`config.mk`:
```
export PLATFORM = sky130hd
export DESIGN_NAME = mc_row_top
export DESIGN_NICKNAME = d
export VERILOG_FILES = /design/src/verilog/mc_pkg.sv /design/src/verilog/mc_fifo_small.sv /design/src/verilog/mc_endpoint.sv /design/src/verilog/mc_tile_mem.sv /design/src/verilog/mc_fwd_router.sv /design/src/verilog/mc_rev_arbiter.sv /design/src/verilog/mc_row_top.sv
export VERILOG_INCLUDE_DIRS = /design/src /design/src/include
export SDC_FILE = /design/constraint.sdc
export NUM_CORES = 2
export LEC_CHECK = 0
export BUFFER_PORTS_ARGS = -buffer_cell sky130_fd_sc_hd__buf_2
export CORE_MARGIN = 8
export CORE_UTILIZATION = 35
export CTS_CLUSTER_DIAMETER = 40
export DETAILED_ROUTE_END_ITERATION = 10
export PLACE_DENSITY = 0.5
export SLEW_MARGIN = 20
export SYNTH_ARGS = -nofsm -noshare
export SYNTH_HDL_FRONTEND = slang
export SYNTH_SLANG_ARGS = --single-unit
```
`constraint.sdc`:
```
create_clock -name clk_i -period 4.8 [get_ports clk_i]
set_clock_uncertainty 0.1 [all_clocks]
set_input_delay 0.96 -clock clk_i [delete_from_list [all_inputs] [get_ports clk_i]]
set_output_delay 0.96 -clock clk_i [all_outputs]
set_load 0.01 [all_outputs]
```
`src/include/mc_config.svh`:
```
// row size, field widths and FIFO depths for the memory tile row

`ifndef MC_CONFIG_SVH
`define MC_CONFIG_SVH

// tiles in the row, one x coordinate each
// the row sits at y = 0, no y routing in this network
`define MC_NUM_TILES   4
`define MC_X_WIDTH     2

// word address inside one tile, 16 words
`define MC_ADDR_WIDTH  4
`define MC_DATA_WIDTH  32

// endpoint request buffer depth
`define MC_FWD_ELS     4
// host return buffer depth
`define MC_RET_ELS     2

`endif

```
`src/verilog/mc_pkg.sv`:
```
// operation enum and request, request body and return packet structs

`include "mc_config.svh"

package mc_pkg;

  // ------------------------------------------------------------------
  // operation
  // ------------------------------------------------------------------
  typedef enum logic {
    MC_OP_LOAD  = 1'b0,
    MC_OP_STORE = 1'b1
  } mc_op_e;

  // ------------------------------------------------------------------
  // request packets
  // ------------------------------------------------------------------
  // body only, destination already stripped by the endpoint
  typedef struct packed {
    mc_op_e                     op;
    logic [`MC_ADDR_WIDTH-1:0]  addr;
    logic [`MC_DATA_WIDTH-1:0]  data;
  } mc_req_body_s;

  // full request as seen on the network
  // dst_x in the low bits, same as the mesh packet layout
  typedef struct packed {
    mc_req_body_s               body;
    logic [`MC_X_WIDTH-1:0]     dst_x;
  } mc_packet_s;

  // ------------------------------------------------------------------
  // return packet
  // ------------------------------------------------------------------
  // load: data read, store: data written
  typedef struct packed {
    mc_op_e                     op;
    logic [`MC_X_WIDTH-1:0]     x;
    logic [`MC_ADDR_WIDTH-1:0]  addr;
    logic [`MC_DATA_WIDTH-1:0]  data;
  } mc_return_packet_s;

endpackage

```
`src/verilog/mc_fifo_small.sv`:
```
// small circular FIFO with typed payload, valid/ready in and valid/yumi out

module mc_fifo_small
  import mc_pkg::*;
  #(parameter type payload_t = mc_req_body_s
    , parameter int els_p = 4
  )
  (
    input               clk_i
    , input             arst_n_i

    // enqueue side, valid/ready
    , input             v_i
    , input  payload_t  data_i
    , output logic      ready_o

    // dequeue side, valid/yumi
    , output logic      v_o
    , output payload_t  data_o
    , input             yumi_i
  );

  localparam int ptr_w_lp = (els_p > 1) ? $clog2(els_p) : 1;
  localparam int cnt_w_lp = $clog2(els_p + 1);

  // storage
  payload_t mem_r [els_p];

  logic [ptr_w_lp-1:0] wptr_r, rptr_r;
  logic [cnt_w_lp-1:0] count_r;
  logic                enq, deq;

  // full blocks enqueue even with a dequeue in the same cycle
  assign ready_o = (count_r != cnt_w_lp'(els_p));
  assign v_o     = (count_r != '0);
  assign data_o  = mem_r[rptr_r];

  assign enq = v_i & ready_o;
  // yumi only while v_o, so empty never dequeues
  assign deq = yumi_i;

  // pointers and occupancy
  always_ff @(posedge clk_i or negedge arst_n_i) begin
    if (!arst_n_i) begin
      wptr_r  <= '0;
      rptr_r  <= '0;
      count_r <= '0;
    end else begin
      if (enq) begin
        // wrap explicitly, depth need not be a power of two
        wptr_r <= (wptr_r == ptr_w_lp'(els_p - 1)) ? '0 : wptr_r + 1'b1;
      end
      if (deq) begin
        rptr_r <= (rptr_r == ptr_w_lp'(els_p - 1)) ? '0 : rptr_r + 1'b1;
      end
      // net change in occupancy
      case ({enq, deq})
        2'b10:   count_r <= count_r + 1'b1;
        2'b01:   count_r <= count_r - 1'b1;
        default: count_r <= count_r;
      endcase
    end
  end

  // payload write, new entry visible after the edge
  always_ff @(posedge clk_i) begin
    if (enq) begin
      mem_r[wptr_r] <= data_i;
    end
  end

endmodule

```
`src/verilog/mc_endpoint.sv`:
```
// per-tile network endpoint: request buffer, destination strip, return stamping

`include "mc_config.svh"

module mc_endpoint
  import mc_pkg::*;
  #(parameter logic [`MC_X_WIDTH-1:0] x_cord_p = '0
  )
  (
    input                       clk_i
    , input                     arst_n_i

    // request link from the router
    , input                     link_fwd_v_i
    , input  mc_packet_s        link_fwd_data_i
    , output logic              link_fwd_ready_o

    // request toward the tile memory
    , output mc_req_body_s      packet_o
    , output logic              packet_v_o
    , input                     packet_yumi_i

    // return from the tile memory
    , input  mc_return_packet_s return_packet_i
    , input                     return_packet_v_i
    , output logic              return_packet_ready_o

    // return link toward the arbiter
    , output logic              link_rev_v_o
    , output mc_return_packet_s link_rev_data_o
    , input                     link_rev_ready_i
  );

  // ------------------------------------------------------------------
  // incoming requests
  // ------------------------------------------------------------------
  // memory may be busy with a return, so requests queue here
  // only the body is stored, dst_x already matched this tile
  mc_fifo_small #(
    .payload_t (mc_req_body_s)
    , .els_p   (`MC_FWD_ELS)
  ) u_fwd_fifo (
    .clk_i     (clk_i)
    , .arst_n_i(arst_n_i)

    , .v_i     (link_fwd_v_i)
    , .data_i  (link_fwd_data_i.body)
    , .ready_o (link_fwd_ready_o)

    , .v_o     (packet_v_o)
    , .data_o  (packet_o)
    , .yumi_i  (packet_yumi_i)
  );

  // ------------------------------------------------------------------
  // outgoing returns
  // ------------------------------------------------------------------
  // valid and ready go straight through
  assign link_rev_v_o          = return_packet_v_i;
  assign return_packet_ready_o = link_rev_ready_i;

  // responder x comes from this endpoint, memory leaves it blank
  always_comb begin
    link_rev_data_o   = return_packet_i;
    link_rev_data_o.x = x_cord_p;
  end

endmodule

```
`src/verilog/mc_tile_mem.sv`:
```
// per-tile word memory serving one load or store per request

`include "mc_config.svh"

module mc_tile_mem
  import mc_pkg::*;
  (
    input                       clk_i
    , input                     arst_n_i

    // request from the endpoint
    , input  mc_req_body_s      packet_i
    , input                     packet_v_i
    , output logic              packet_yumi_o

    // return toward the endpoint
    , output mc_return_packet_s return_packet_o
    , output logic              return_packet_v_o
    , input                     return_packet_ready_i
  );

  localparam int words_lp = 1 << `MC_ADDR_WIDTH;

  // word array, starts from zero after reset
  logic [`MC_DATA_WIDTH-1:0] mem_r [words_lp];

  // one-entry return register
  mc_return_packet_s ret_r;
  logic              ret_v_r;

  // take a request only with the return slot free
  assign packet_yumi_o     = packet_v_i & ~ret_v_r;
  assign return_packet_o   = ret_r;
  assign return_packet_v_o = ret_v_r;

  // ------------------------------------------------------------------
  // array and return valid
  // ------------------------------------------------------------------
  always_ff @(posedge clk_i or negedge arst_n_i) begin
    if (!arst_n_i) begin
      ret_v_r <= 1'b0;
      for (int k = 0; k < words_lp; k++) begin
        mem_r[k] <= '0;
      end
    end else begin
      if (packet_yumi_o) begin
        ret_v_r <= 1'b1;
        if (packet_i.op == MC_OP_STORE) begin
          mem_r[packet_i.addr] <= packet_i.data;
        end
      end else if (return_packet_ready_i) begin
        // return handed to the network
        ret_v_r <= 1'b0;
      end
    end
  end

  // ------------------------------------------------------------------
  // return payload
  // ------------------------------------------------------------------
  always_ff @(posedge clk_i) begin
    if (packet_yumi_o) begin
      ret_r.op   <= packet_i.op;
      // x is stamped by the endpoint
      ret_r.x    <= '0;
      ret_r.addr <= packet_i.addr;
      // store echoes its data, load returns the old word
      ret_r.data <= (packet_i.op == MC_OP_STORE) ? packet_i.data : mem_r[packet_i.addr];
    end
  end

endmodule

```
`src/verilog/mc_fwd_router.sv`:
```
// request router decoding destination x onto one endpoint

`include "mc_config.svh"

module mc_fwd_router
  import mc_pkg::*;
  (
    // host request, valid/ready
    input                               req_v_i
    , input  mc_packet_s                req_data_i
    , output logic                      req_ready_o

    // one request link per tile, data shared
    , output logic [`MC_NUM_TILES-1:0]  fwd_v_o
    , output mc_packet_s                fwd_data_o
    , input        [`MC_NUM_TILES-1:0]  fwd_ready_i
  );

  // ------------------------------------------------------------------
  // destination decode
  // ------------------------------------------------------------------
  // purely combinational, no storage in the router
  // valid depends only on req_v_i and dst_x, never on ready

  // every endpoint sees the same packet
  assign fwd_data_o = req_data_i;

  always_comb begin
    fwd_v_o     = '0;
    req_ready_o = 1'b0;
    for (int i = 0; i < `MC_NUM_TILES; i++) begin
      if (req_data_i.dst_x == `MC_X_WIDTH'(i)) begin
        // steer to the matching tile
        fwd_v_o[i]  = req_v_i;
        // host sees the ready of the selected tile only
        req_ready_o = fwd_ready_i[i];
      end
    end
  end

endmodule

```
`src/verilog/mc_rev_arbiter.sv`:
```
// round-robin collection of tile returns into the host return FIFO

`include "mc_config.svh"

module mc_rev_arbiter
  import mc_pkg::*;
  (
    input                                      clk_i
    , input                                    arst_n_i

    // return links from the tiles
    , input        [`MC_NUM_TILES-1:0]         rev_v_i
    , input  mc_return_packet_s [`MC_NUM_TILES-1:0] rev_data_i
    , output logic [`MC_NUM_TILES-1:0]         rev_ready_o

    // host return, valid/yumi
    , output logic                             ret_v_o
    , output mc_return_packet_s                ret_data_o
    , input                                    ret_yumi_i
  );

  localparam int n_lp     = `MC_NUM_TILES;
  localparam int idx_w_lp = (n_lp > 1) ? $clog2(n_lp) : 1;

  logic [idx_w_lp-1:0] last_r, gnt_idx, cand_idx;
  logic                gnt_v;
  logic                fifo_ready;

  // ------------------------------------------------------------------
  // round-robin pick
  // ------------------------------------------------------------------
  // search starts at the tile after the last grant
  always_comb begin
    gnt_v    = 1'b0;
    gnt_idx  = last_r;
    cand_idx = last_r;
    for (int off = 1; off <= n_lp; off++) begin
      cand_idx = idx_w_lp'((int'(last_r) + off) % n_lp);
      if (!gnt_v && rev_v_i[cand_idx]) begin
        gnt_v   = 1'b1;
        gnt_idx = cand_idx;
      end
    end
  end

  // grant only while the FIFO can take the winner
  always_comb begin
    rev_ready_o = '0;
    if (gnt_v && fifo_ready) begin
      rev_ready_o[gnt_idx] = 1'b1;
    end
  end

  // pointer moves on a real transfer only
  always_ff @(posedge clk_i or negedge arst_n_i) begin
    if (!arst_n_i) begin
      // first search starts at tile 0
      last_r <= idx_w_lp'(n_lp - 1);
    end else if (gnt_v && fifo_ready) begin
      last_r <= gnt_idx;
    end
  end

  // ------------------------------------------------------------------
  // host return buffer
  // ------------------------------------------------------------------
  mc_fifo_small #(
    .payload_t (mc_return_packet_s)
    , .els_p   (`MC_RET_ELS)
  ) u_ret_fifo (
    .clk_i     (clk_i)
    , .arst_n_i(arst_n_i)
    , .v_i     (gnt_v)
    , .data_i  (rev_data_i[gnt_idx])
    , .ready_o (fifo_ready)
    , .v_o     (ret_v_o)
    , .data_o  (ret_data_o)
    , .yumi_i  (ret_yumi_i)
  );

endmodule

```
`src/verilog/mc_row_top.sv`:
```
// row top: router, generated endpoint and memory pairs, return arbiter

`include "mc_config.svh"

module mc_row_top
  import mc_pkg::*;
  (
    input                       clk_i
    , input                     arst_n_i

    // host request, valid/ready
    , input                     req_v_i
    , input  mc_packet_s        req_data_i
    , output logic              req_ready_o

    // host return, valid/yumi
    , output logic              ret_v_o
    , output mc_return_packet_s ret_data_o
    , input                     ret_yumi_i
  );

  // router to endpoints
  logic [`MC_NUM_TILES-1:0] fwd_v, fwd_ready;
  mc_packet_s               fwd_data;

  // endpoint and memory, per tile
  mc_req_body_s      [`MC_NUM_TILES-1:0] mem_pkt;
  logic              [`MC_NUM_TILES-1:0] mem_pkt_v, mem_pkt_yumi;
  mc_return_packet_s [`MC_NUM_TILES-1:0] mem_ret;
  logic              [`MC_NUM_TILES-1:0] mem_ret_v, mem_ret_ready;

  // endpoints to arbiter
  logic              [`MC_NUM_TILES-1:0] rev_v, rev_ready;
  mc_return_packet_s [`MC_NUM_TILES-1:0] rev_data;

  // ------------------------------------------------------------------
  // request steering
  // ------------------------------------------------------------------
  mc_fwd_router u_router (
    .req_v_i      (req_v_i)
    , .req_data_i (req_data_i)
    , .req_ready_o(req_ready_o)
    , .fwd_v_o    (fwd_v)
    , .fwd_data_o (fwd_data)
    , .fwd_ready_i(fwd_ready)
  );

  // ------------------------------------------------------------------
  // tile pairs, x taken from the loop index
  // ------------------------------------------------------------------
  for (genvar i = 0; i < `MC_NUM_TILES; i++) begin : g_tile
    mc_endpoint #(
      .x_cord_p (`MC_X_WIDTH'(i))
    ) u_ep (
      .clk_i                  (clk_i)
      , .arst_n_i             (arst_n_i)
      , .link_fwd_v_i         (fwd_v[i])
      , .link_fwd_data_i      (fwd_data)
      , .link_fwd_ready_o     (fwd_ready[i])
      , .packet_o             (mem_pkt[i])
      , .packet_v_o           (mem_pkt_v[i])
      , .packet_yumi_i        (mem_pkt_yumi[i])
      , .return_packet_i      (mem_ret[i])
      , .return_packet_v_i    (mem_ret_v[i])
      , .return_packet_ready_o(mem_ret_ready[i])
      , .link_rev_v_o         (rev_v[i])
      , .link_rev_data_o      (rev_data[i])
      , .link_rev_ready_i     (rev_ready[i])
    );

    mc_tile_mem u_mem (
      .clk_i                  (clk_i)
      , .arst_n_i             (arst_n_i)
      , .packet_i             (mem_pkt[i])
      , .packet_v_i           (mem_pkt_v[i])
      , .packet_yumi_o        (mem_pkt_yumi[i])
      , .return_packet_o      (mem_ret[i])
      , .return_packet_v_o    (mem_ret_v[i])
      , .return_packet_ready_i(mem_ret_ready[i])
    );
  end

  // ------------------------------------------------------------------
  // return collection
  // ------------------------------------------------------------------
  mc_rev_arbiter u_arb (
    .clk_i        (clk_i)
    , .arst_n_i   (arst_n_i)
    , .rev_v_i    (rev_v)
    , .rev_data_i (rev_data)
    , .rev_ready_o(rev_ready)
    , .ret_v_o    (ret_v_o)
    , .ret_data_o (ret_data_o)
    , .ret_yumi_i (ret_yumi_i)
  );

endmodule

```
# Yosys cells after proc, flatten, opt, wreduce, memory -nomap -nowiden
# Memories as Yosys holds them, arrays and structs flattened.
# Cells that the tools add are included.
# op_classes
n_lt_le_gt_ge,14
n_mux,90
bitwise_logic,17
n_eq_ne,26
add_sub_neg,24
reduce_logical,31
# op_table
operator,n
$bwmux W512,4
$bmux W32 S4,4
$demux W32 S4,4
$mux W32,16
$bmux W39 S2,1
$mux W39,1
$mux W1,37
$eq A2 B2 Y1 const B,15
$mux W2,12
$pmux W3 S2,4
$add A2 B1 Y2 const B,11
$ge A5 B5 Y1 const B,4
$lt A5 B1 Y1 const B,4
$not A4 Y5,4
$reduce_bool A2 Y1,10
$lt A2 B3 Y1 const B,5
$add A3 B1 Y3 const B,4
$eq A2 B1 Y1 const B,6
$ne A3 B3 Y1 const B,4
$reduce_bool A3 Y1,4
$sub A3 B1 Y3 const B,4
$and A1 B1 Y1,9
$logic_and A1 B1 Y1,9
$bmux W1 S2,4
12 further kinds,22
# totals
in_bits,43
output_inout_bits,41
register_bits,2234
mem_bits_rw,670
n_memories,5
elab_cells,303
# mem_list
memory,depth,word_bits,rd,rd_ports_with_merged_regs,wr,line_no,source
g_tile[0].u_ep.u_fwd_fifo.mem_r,4,37,1,0,1,mc_fifo_small.sv:27,payload_t mem_r [els_p];
g_tile[1].u_ep.u_fwd_fifo.mem_r,4,37,1,0,1,mc_fifo_small.sv:27,
g_tile[2].u_ep.u_fwd_fifo.mem_r,4,37,1,0,1,mc_fifo_small.sv:27,
g_tile[3].u_ep.u_fwd_fifo.mem_r,4,37,1,0,1,mc_fifo_small.sv:27,
u_arb.u_ret_fifo.mem_r,2,39,1,0,1,mc_fifo_small.sv:27,

# Logic depth before layout (Yosys ltp)
# logic_depth
depth_word,20
ltp_mapped,11
mapped_depth_nobuf,10

# By module
# A second synthesis with hierarchy kept.
# hier_totals
cells_unflattened,7781
area_unflattened_um2,127787.6
# modules_own_cells
module,n_inst,cells_per_inst,area_per_inst_um2
mc_tile_mem,4,1588,24619.9
mc_fifo_small at g_tile[0].u_ep.u_fwd_fifo ...,4,228,5761.8
mc_fifo_small at u_arb.u_ret_fifo,1,137,3020.4
mc_rev_arbiter,1,166,1636.6
mc_endpoint at g_tile[1].u_ep ...,2,43,315.3
mc_endpoint at g_tile[0].u_ep ...,2,42,311.5
mc_fwd_router,1,44,350.3

# Worst setup path after synthesis
# Ideal clock, no wire load.
# synth_path
kind,register -> register
from,register g_tile[0].u_mem.ret_v_r
to,register g_tile[0].u_mem.mem_r[129] (netlist bit)
stages_incl_launch_ff,6
path_slack_ns,0.916
arrival_ns,3.659
cell_sequence,dfrtp_1 -> nor2_1 -> nand4_1 -> nor3b_2 -> buf_4 -> mux2_2
# synth_via
elab_chain_len,3
# synth_rtl
item,line_no,source
from (decl),mc_tile_mem.sv:29,logic ret_v_r;
from (signal assigned),mc_tile_mem.sv:41,ret_v_r <= 1'b0;
from (signal assigned),mc_tile_mem.sv:47,ret_v_r <= 1'b1;
from (signal assigned),mc_tile_mem.sv:53,ret_v_r <= 1'b0;
$not A1 Y1,mc_tile_mem.sv:32,assign packet_yumi_o = packet_v_i & ~ret_v_r;
$and A1 B1 Y1,mc_tile_mem.sv:32,
via g_tile[0].u_ep.packet_yumi_i,mc_endpoint.sv:21,", input packet_yumi_i"
$reduce_and A2 Y1 (no line),--,
"to (signal, indexed assignment)",mc_tile_mem.sv:49,mem_r[packet_i.addr] <= packet_i.data;
to (decl),mc_tile_mem.sv:25,logic [`MC_DATA_WIDTH-1:0] mem_r [words_lp];
# The timed path passes the listed nets, and every way through them passes these cells.
# A chain may end at the register's enable or synchronous reset.

# Final worst setup path
# layout_path
from,register g_tile[1].u_ep.u_fwd_fifo.rptr_r[0]
to,"register g_tile[1].u_mem.ret_r (netlist bit g_tile[1].u_mem.return_packet_o[10]), data pin"
# layout_via
elab_chain_len,6
# layout_rtl
item,line_no,source
from (decl),mc_fifo_small.sv:29,"logic [ptr_w_lp-1:0] wptr_r, rptr_r;"
from (signal assigned),mc_fifo_small.sv:54,rptr_r <= (rptr_r == ptr_w_lp'(els_p - 1)) ? '0 : rptr_r + 1'b1;
$mem_v2 Z4 W37 *,--,
$not A4 Y5 (implied by the code),mc_tile_mem.sv:68,ret_r.data <= (packet_i.op == MC_OP_STORE) ? packet_i.data : mem_r[packet_i.addr];
$bmux W32 S4,mc_tile_mem.sv:68,
$mux W32 (implied by the code) (2 in series),mc_tile_mem.sv:68,
$mux W32 *,mc_tile_mem.sv:68,
to (decl),mc_tile_mem.sv:28,mc_return_packet_s ret_r;
# Mark *: on every way between the ends. The rest lies on a longest branch, timed or not. The select of a mux whose other input is x is not followed.

==> flow_summary.yaml <==
outcome:
  status: "completed"
job:
  cap_violations: 0
critical_path:
  critPathMaxFanout: 72
  critPathCapture: "g_tile[1].u_mem.return_packet_o[10]"
  critPathLaunch: "g_tile[1].u_ep.u_fwd_fifo.rptr_r[0]"
  critical_path_class: "flip-flop to flip-flop"
  crit_arrival_ns: 4.70
  critical_path.startpoint_type: "flip-flop"
  crit_path_end_kind: "flip-flop"
  r2r_cells: 7
  r2r_setup_slack_ns: 0.66
  required_ns: 5.37
  reg2reg_to: "g_tile[1].u_mem.return_packet_o[10]"
  worstReg2RegStart: "g_tile[1].u_ep.u_fwd_fifo.rptr_r[0]"
clocking:
  numCtsBuffers: 474
  clk_latency_ns: 0.97
  cts_tree: "yes"
  cts.clk_slew.worst_paths_ns: 0.06
  ctsRootBufferMaster: "clkbuf_16"
  clkSinkCount: 2904
  htree_levels: 5
  clockBufferDepth: 4
synth:
  synth_most_common_cell: "dfrtp_1"
  seq_area_frac_synth_pct: 60.3
  synth_enable_flop_cells: 818
  syn_nets: 8277
  async_flop_share_pct: 71.8
  ys_types: 51
  syn_area_per_cell_um2: 15.5
  ys_ff_latch: 2904
  syn_inst: 8205
  synth_area_leaders: "dfrtp_1 41%, edfxtp_1 19%, mux2_2 18%"
  yosysWarningCount: 0
  synth_area_um2: 127000
  synth_top_area_cell: "dfrtp_1"
  synth.top_cells.by_count: "2084 x dfrtp_1, 2060 x mux2_2, 1262 x mux2i_1"
  synth_top_area_share_pct: 41.0
  ys.flop_type: "dfrtp_1"
sta:
  setup_viol: 0
  max_freq_ghz: 0.242
  slew_headroom_pct: 20.8
  finalSetupTns_ns: 0
  slew_viol_final: 0
  period_minus_slack_ns: 4.14
  rsz0062_at_grt: "false"
  min_period_over_period_pct: 86.2
  tightest_slew_ns: 1.19
  hold_violations: 0
global_routing:
  grt_use_total_pct: 19.6
  grt.overflow.total: 0
  grt_max_degree: 128
  antenna_found_initial: 68
  grt_pass1_vias: 77102
  grt_pass1_wl_um: 555000
detailed_routing:
  wl_um: 381000
  ant_nets: 0
  via_per_inst: 5.30
  dr.pass1.iters: 7
  via_count: 72357
  initialDrtViolationCount: 4794
  wl_per_cell_um: 27.9
  drc: 0
floorplanning:
  fp.dieW_um: 619
  io-pin-count: 84
  die_area_um2: 383000
  die_h_um: 619
  floorplan.initialDensity_pct: 35.1
  num_rows: 221
  core-area_um2: 362000
layout:
  drive_gt1_share_pct: 41.0
  final_nets: 8478
  final_util_pct: 41.7
  syn2layout_area_growth_pct: 18.7
place:
  gp_congestion: 0.783
  dp_hpwl_um: 233000
  port_buffers: 83
hold_path:
  min_path_type: "input pin to flip-flop"
  min-delay-start: "ret_yumi_i"
power_and_ir_drop:
  power.ir.vdd_worst_mv: 0.607
  pwr_density_cell_nw_per_um2: 738
  power_leakage_nw: 67.0
-- worst min path at each step --
stage	endpoint	cells after the start	slack, ns
final	u_arb.u_ret_fifo.rptr_r	2	0.12
after global routing	u_arb.u_ret_fifo.rptr_r	2	0.09
after CTS	u_arb.u_ret_fifo.rptr_r	2	0.03
after floorplan	u_arb.u_ret_fifo.count_r[1]	1	0.36
after global placement	g_tile[0].u_mem.mem_r[391]	1	0.37
after detailed placement	g_tile[3].u_mem.mem_r[285]	1	0.37
-- kinds of logic (layout without fill, tap and decap cells) --
| group | count (synthesis) | count (layout) | synth area share, % |
|---|---|---|---|
| AO/OA/AOI/OAI | 346 | 346 | 1.61 |
| AND/OR/NAND/NOR | 645 | 645 | 2.38 |
| flip-flops | 2904 | 2904 | 60.3 |
| XOR/XNOR | 17 | 17 | 0.117 |
| adder cells (fa/ha/maj) | 29 | 29 | 0.309 |
| multiplexers | 3608 | 3608 | 32.8 |
| other | 0 | 25 | 0 |
| buffers and inverters | 656 | 1284 | 2.43 |
-- sequential cells by signal (all words and copies together) (netlist names), 2 cells and up --
register and count:
u_arb.last_r 2, u_arb.u_ret_fifo.count_r 2, g_tile.u_ep.u_fwd_fifo.mem_r 592, g_tile.u_mem.mem_r 2048, g_tile.u_ep.u_fwd_fifo.count_r 12, g_tile.u_mem.return_packet_v_o 4, g_tile.u_mem.return_packet_o 148, g_tile.u_ep.u_fwd_fifo.rptr_r 8
u_arb.u_ret_fifo.mem_r 78, g_tile.u_ep.u_fwd_fifo.wptr_r 8
-- layout make-up --
class	instances	area [um2]
antenna	25	62.6
clock buffer	553	12600
inverter	37	139
clock inverter	350	4520
sequential	2904	76800
multi-input combinational	4645	47800
timing repair buffer	344	3090
tap	4794	6000
fill	32651	211000
-- what timing repair did --
item                                    CTS  global route
hold buffers                              1             0
gates resized for setup                   0             0
setup buffers                             0             0
endpoints found under the setup margin    0             0
hold endpoints to repair                 42             0
-- layer usage --
layer	global-route usage (%)	share of wire, %	vias up
met1	26.6	44	39191
met3	3.26	4.9	498
met5	0	0.036	-
met2	32.5	48	1550
met4	5.39	2.6	20
li1	-	-	31098
-- critical path, stage by stage, from the launching register on --
cell,delay (ns)
dfrtp_2,0.67
mux4_4,0.85
buf_12,0.26
buf_12,0.40
mux4_2,0.39
nand2_1,0.06
and3_1,0.21
nor3_1,0.67
-- cells in the final DEF, fill, tap and decap left out, types with 8 or more instances in the layout --
| master | count |
|---|---|
| dfrtp_1 | 2075 |
| mux2_2 | 2057 |
| mux2i_1 | 1262 |
| edfxtp_1 | 818 |
| clkbuf_16 | 479 |
| nand2_1 | 278 |
| mux4_2 | 234 |
| o22ai_1 | 222 |
| buf_4 | 204 |
| nor3_1 | 133 |
| a21oi_1 | 95 |
| clkinv_2 | 87 |
| buf_2 | 82 |
| bufinv_16 | 74 |
| nor2_1 | 60 |
| buf_12 | 57 |
| clkinvlp_4 | 51 |
| inv_6 | 48 |
| clkinv_4 | 46 |
| mux2_1 | 44 |
| clkbuf_1 | 41 |
| nand2_2 | 34 |
| clkbuf_8 | 33 |
| and3_1 | 32 |
| inv_1 | 29 |
| diode_2 | 25 |
| ha_1 | 25 |
| nor2_4 | 24 |
| o21ai_0 | 16 |
| and2_2 | 15 |
| clkinv_1 | 13 |
| nor3_4 | 10 |
| xor2_1 | 10 |
| clkinv_16 | 9 |
| inv_16 | 9 |
| inv_8 | 9 |
| dfrtp_2 | 9 |
| mux4_4 | 8 |
| nor2b_1 | 8 |
| nand2b_1 | 8 |
-- report_power, final --
part / total, mW / switching [mW] / internal (mW)
clock network: 36.0 / 13.0 / 23.0
registers: 39.7 / 5.22 / 34.4
logic: 35.8 / 20.4 / 15.4
-- metrics by stage --
step | setup WS [ns] | hold WS [ns] | power (mW) | cells | area (um2)
6_report | 0.662 | 0.121 | 111 | 13652 | 151000
5_1_grt | 0.541 | 0.0893 | 117 | 13636 | 151000
4_1_cts | 0.621 | 0.0268 | 113 | 13626 | 151000
3_5_place_dp | 0.680 | 0.375 | 76.3 | 12722 | 134000
3_3_place_gp | 0.708 | 0.367 | 75.3 | 12722 | 134000
2_1_floorplan | 0.916 | 0.356 | 62.3 | 8205 | 127000
Power figures use the tool's default switching activity.
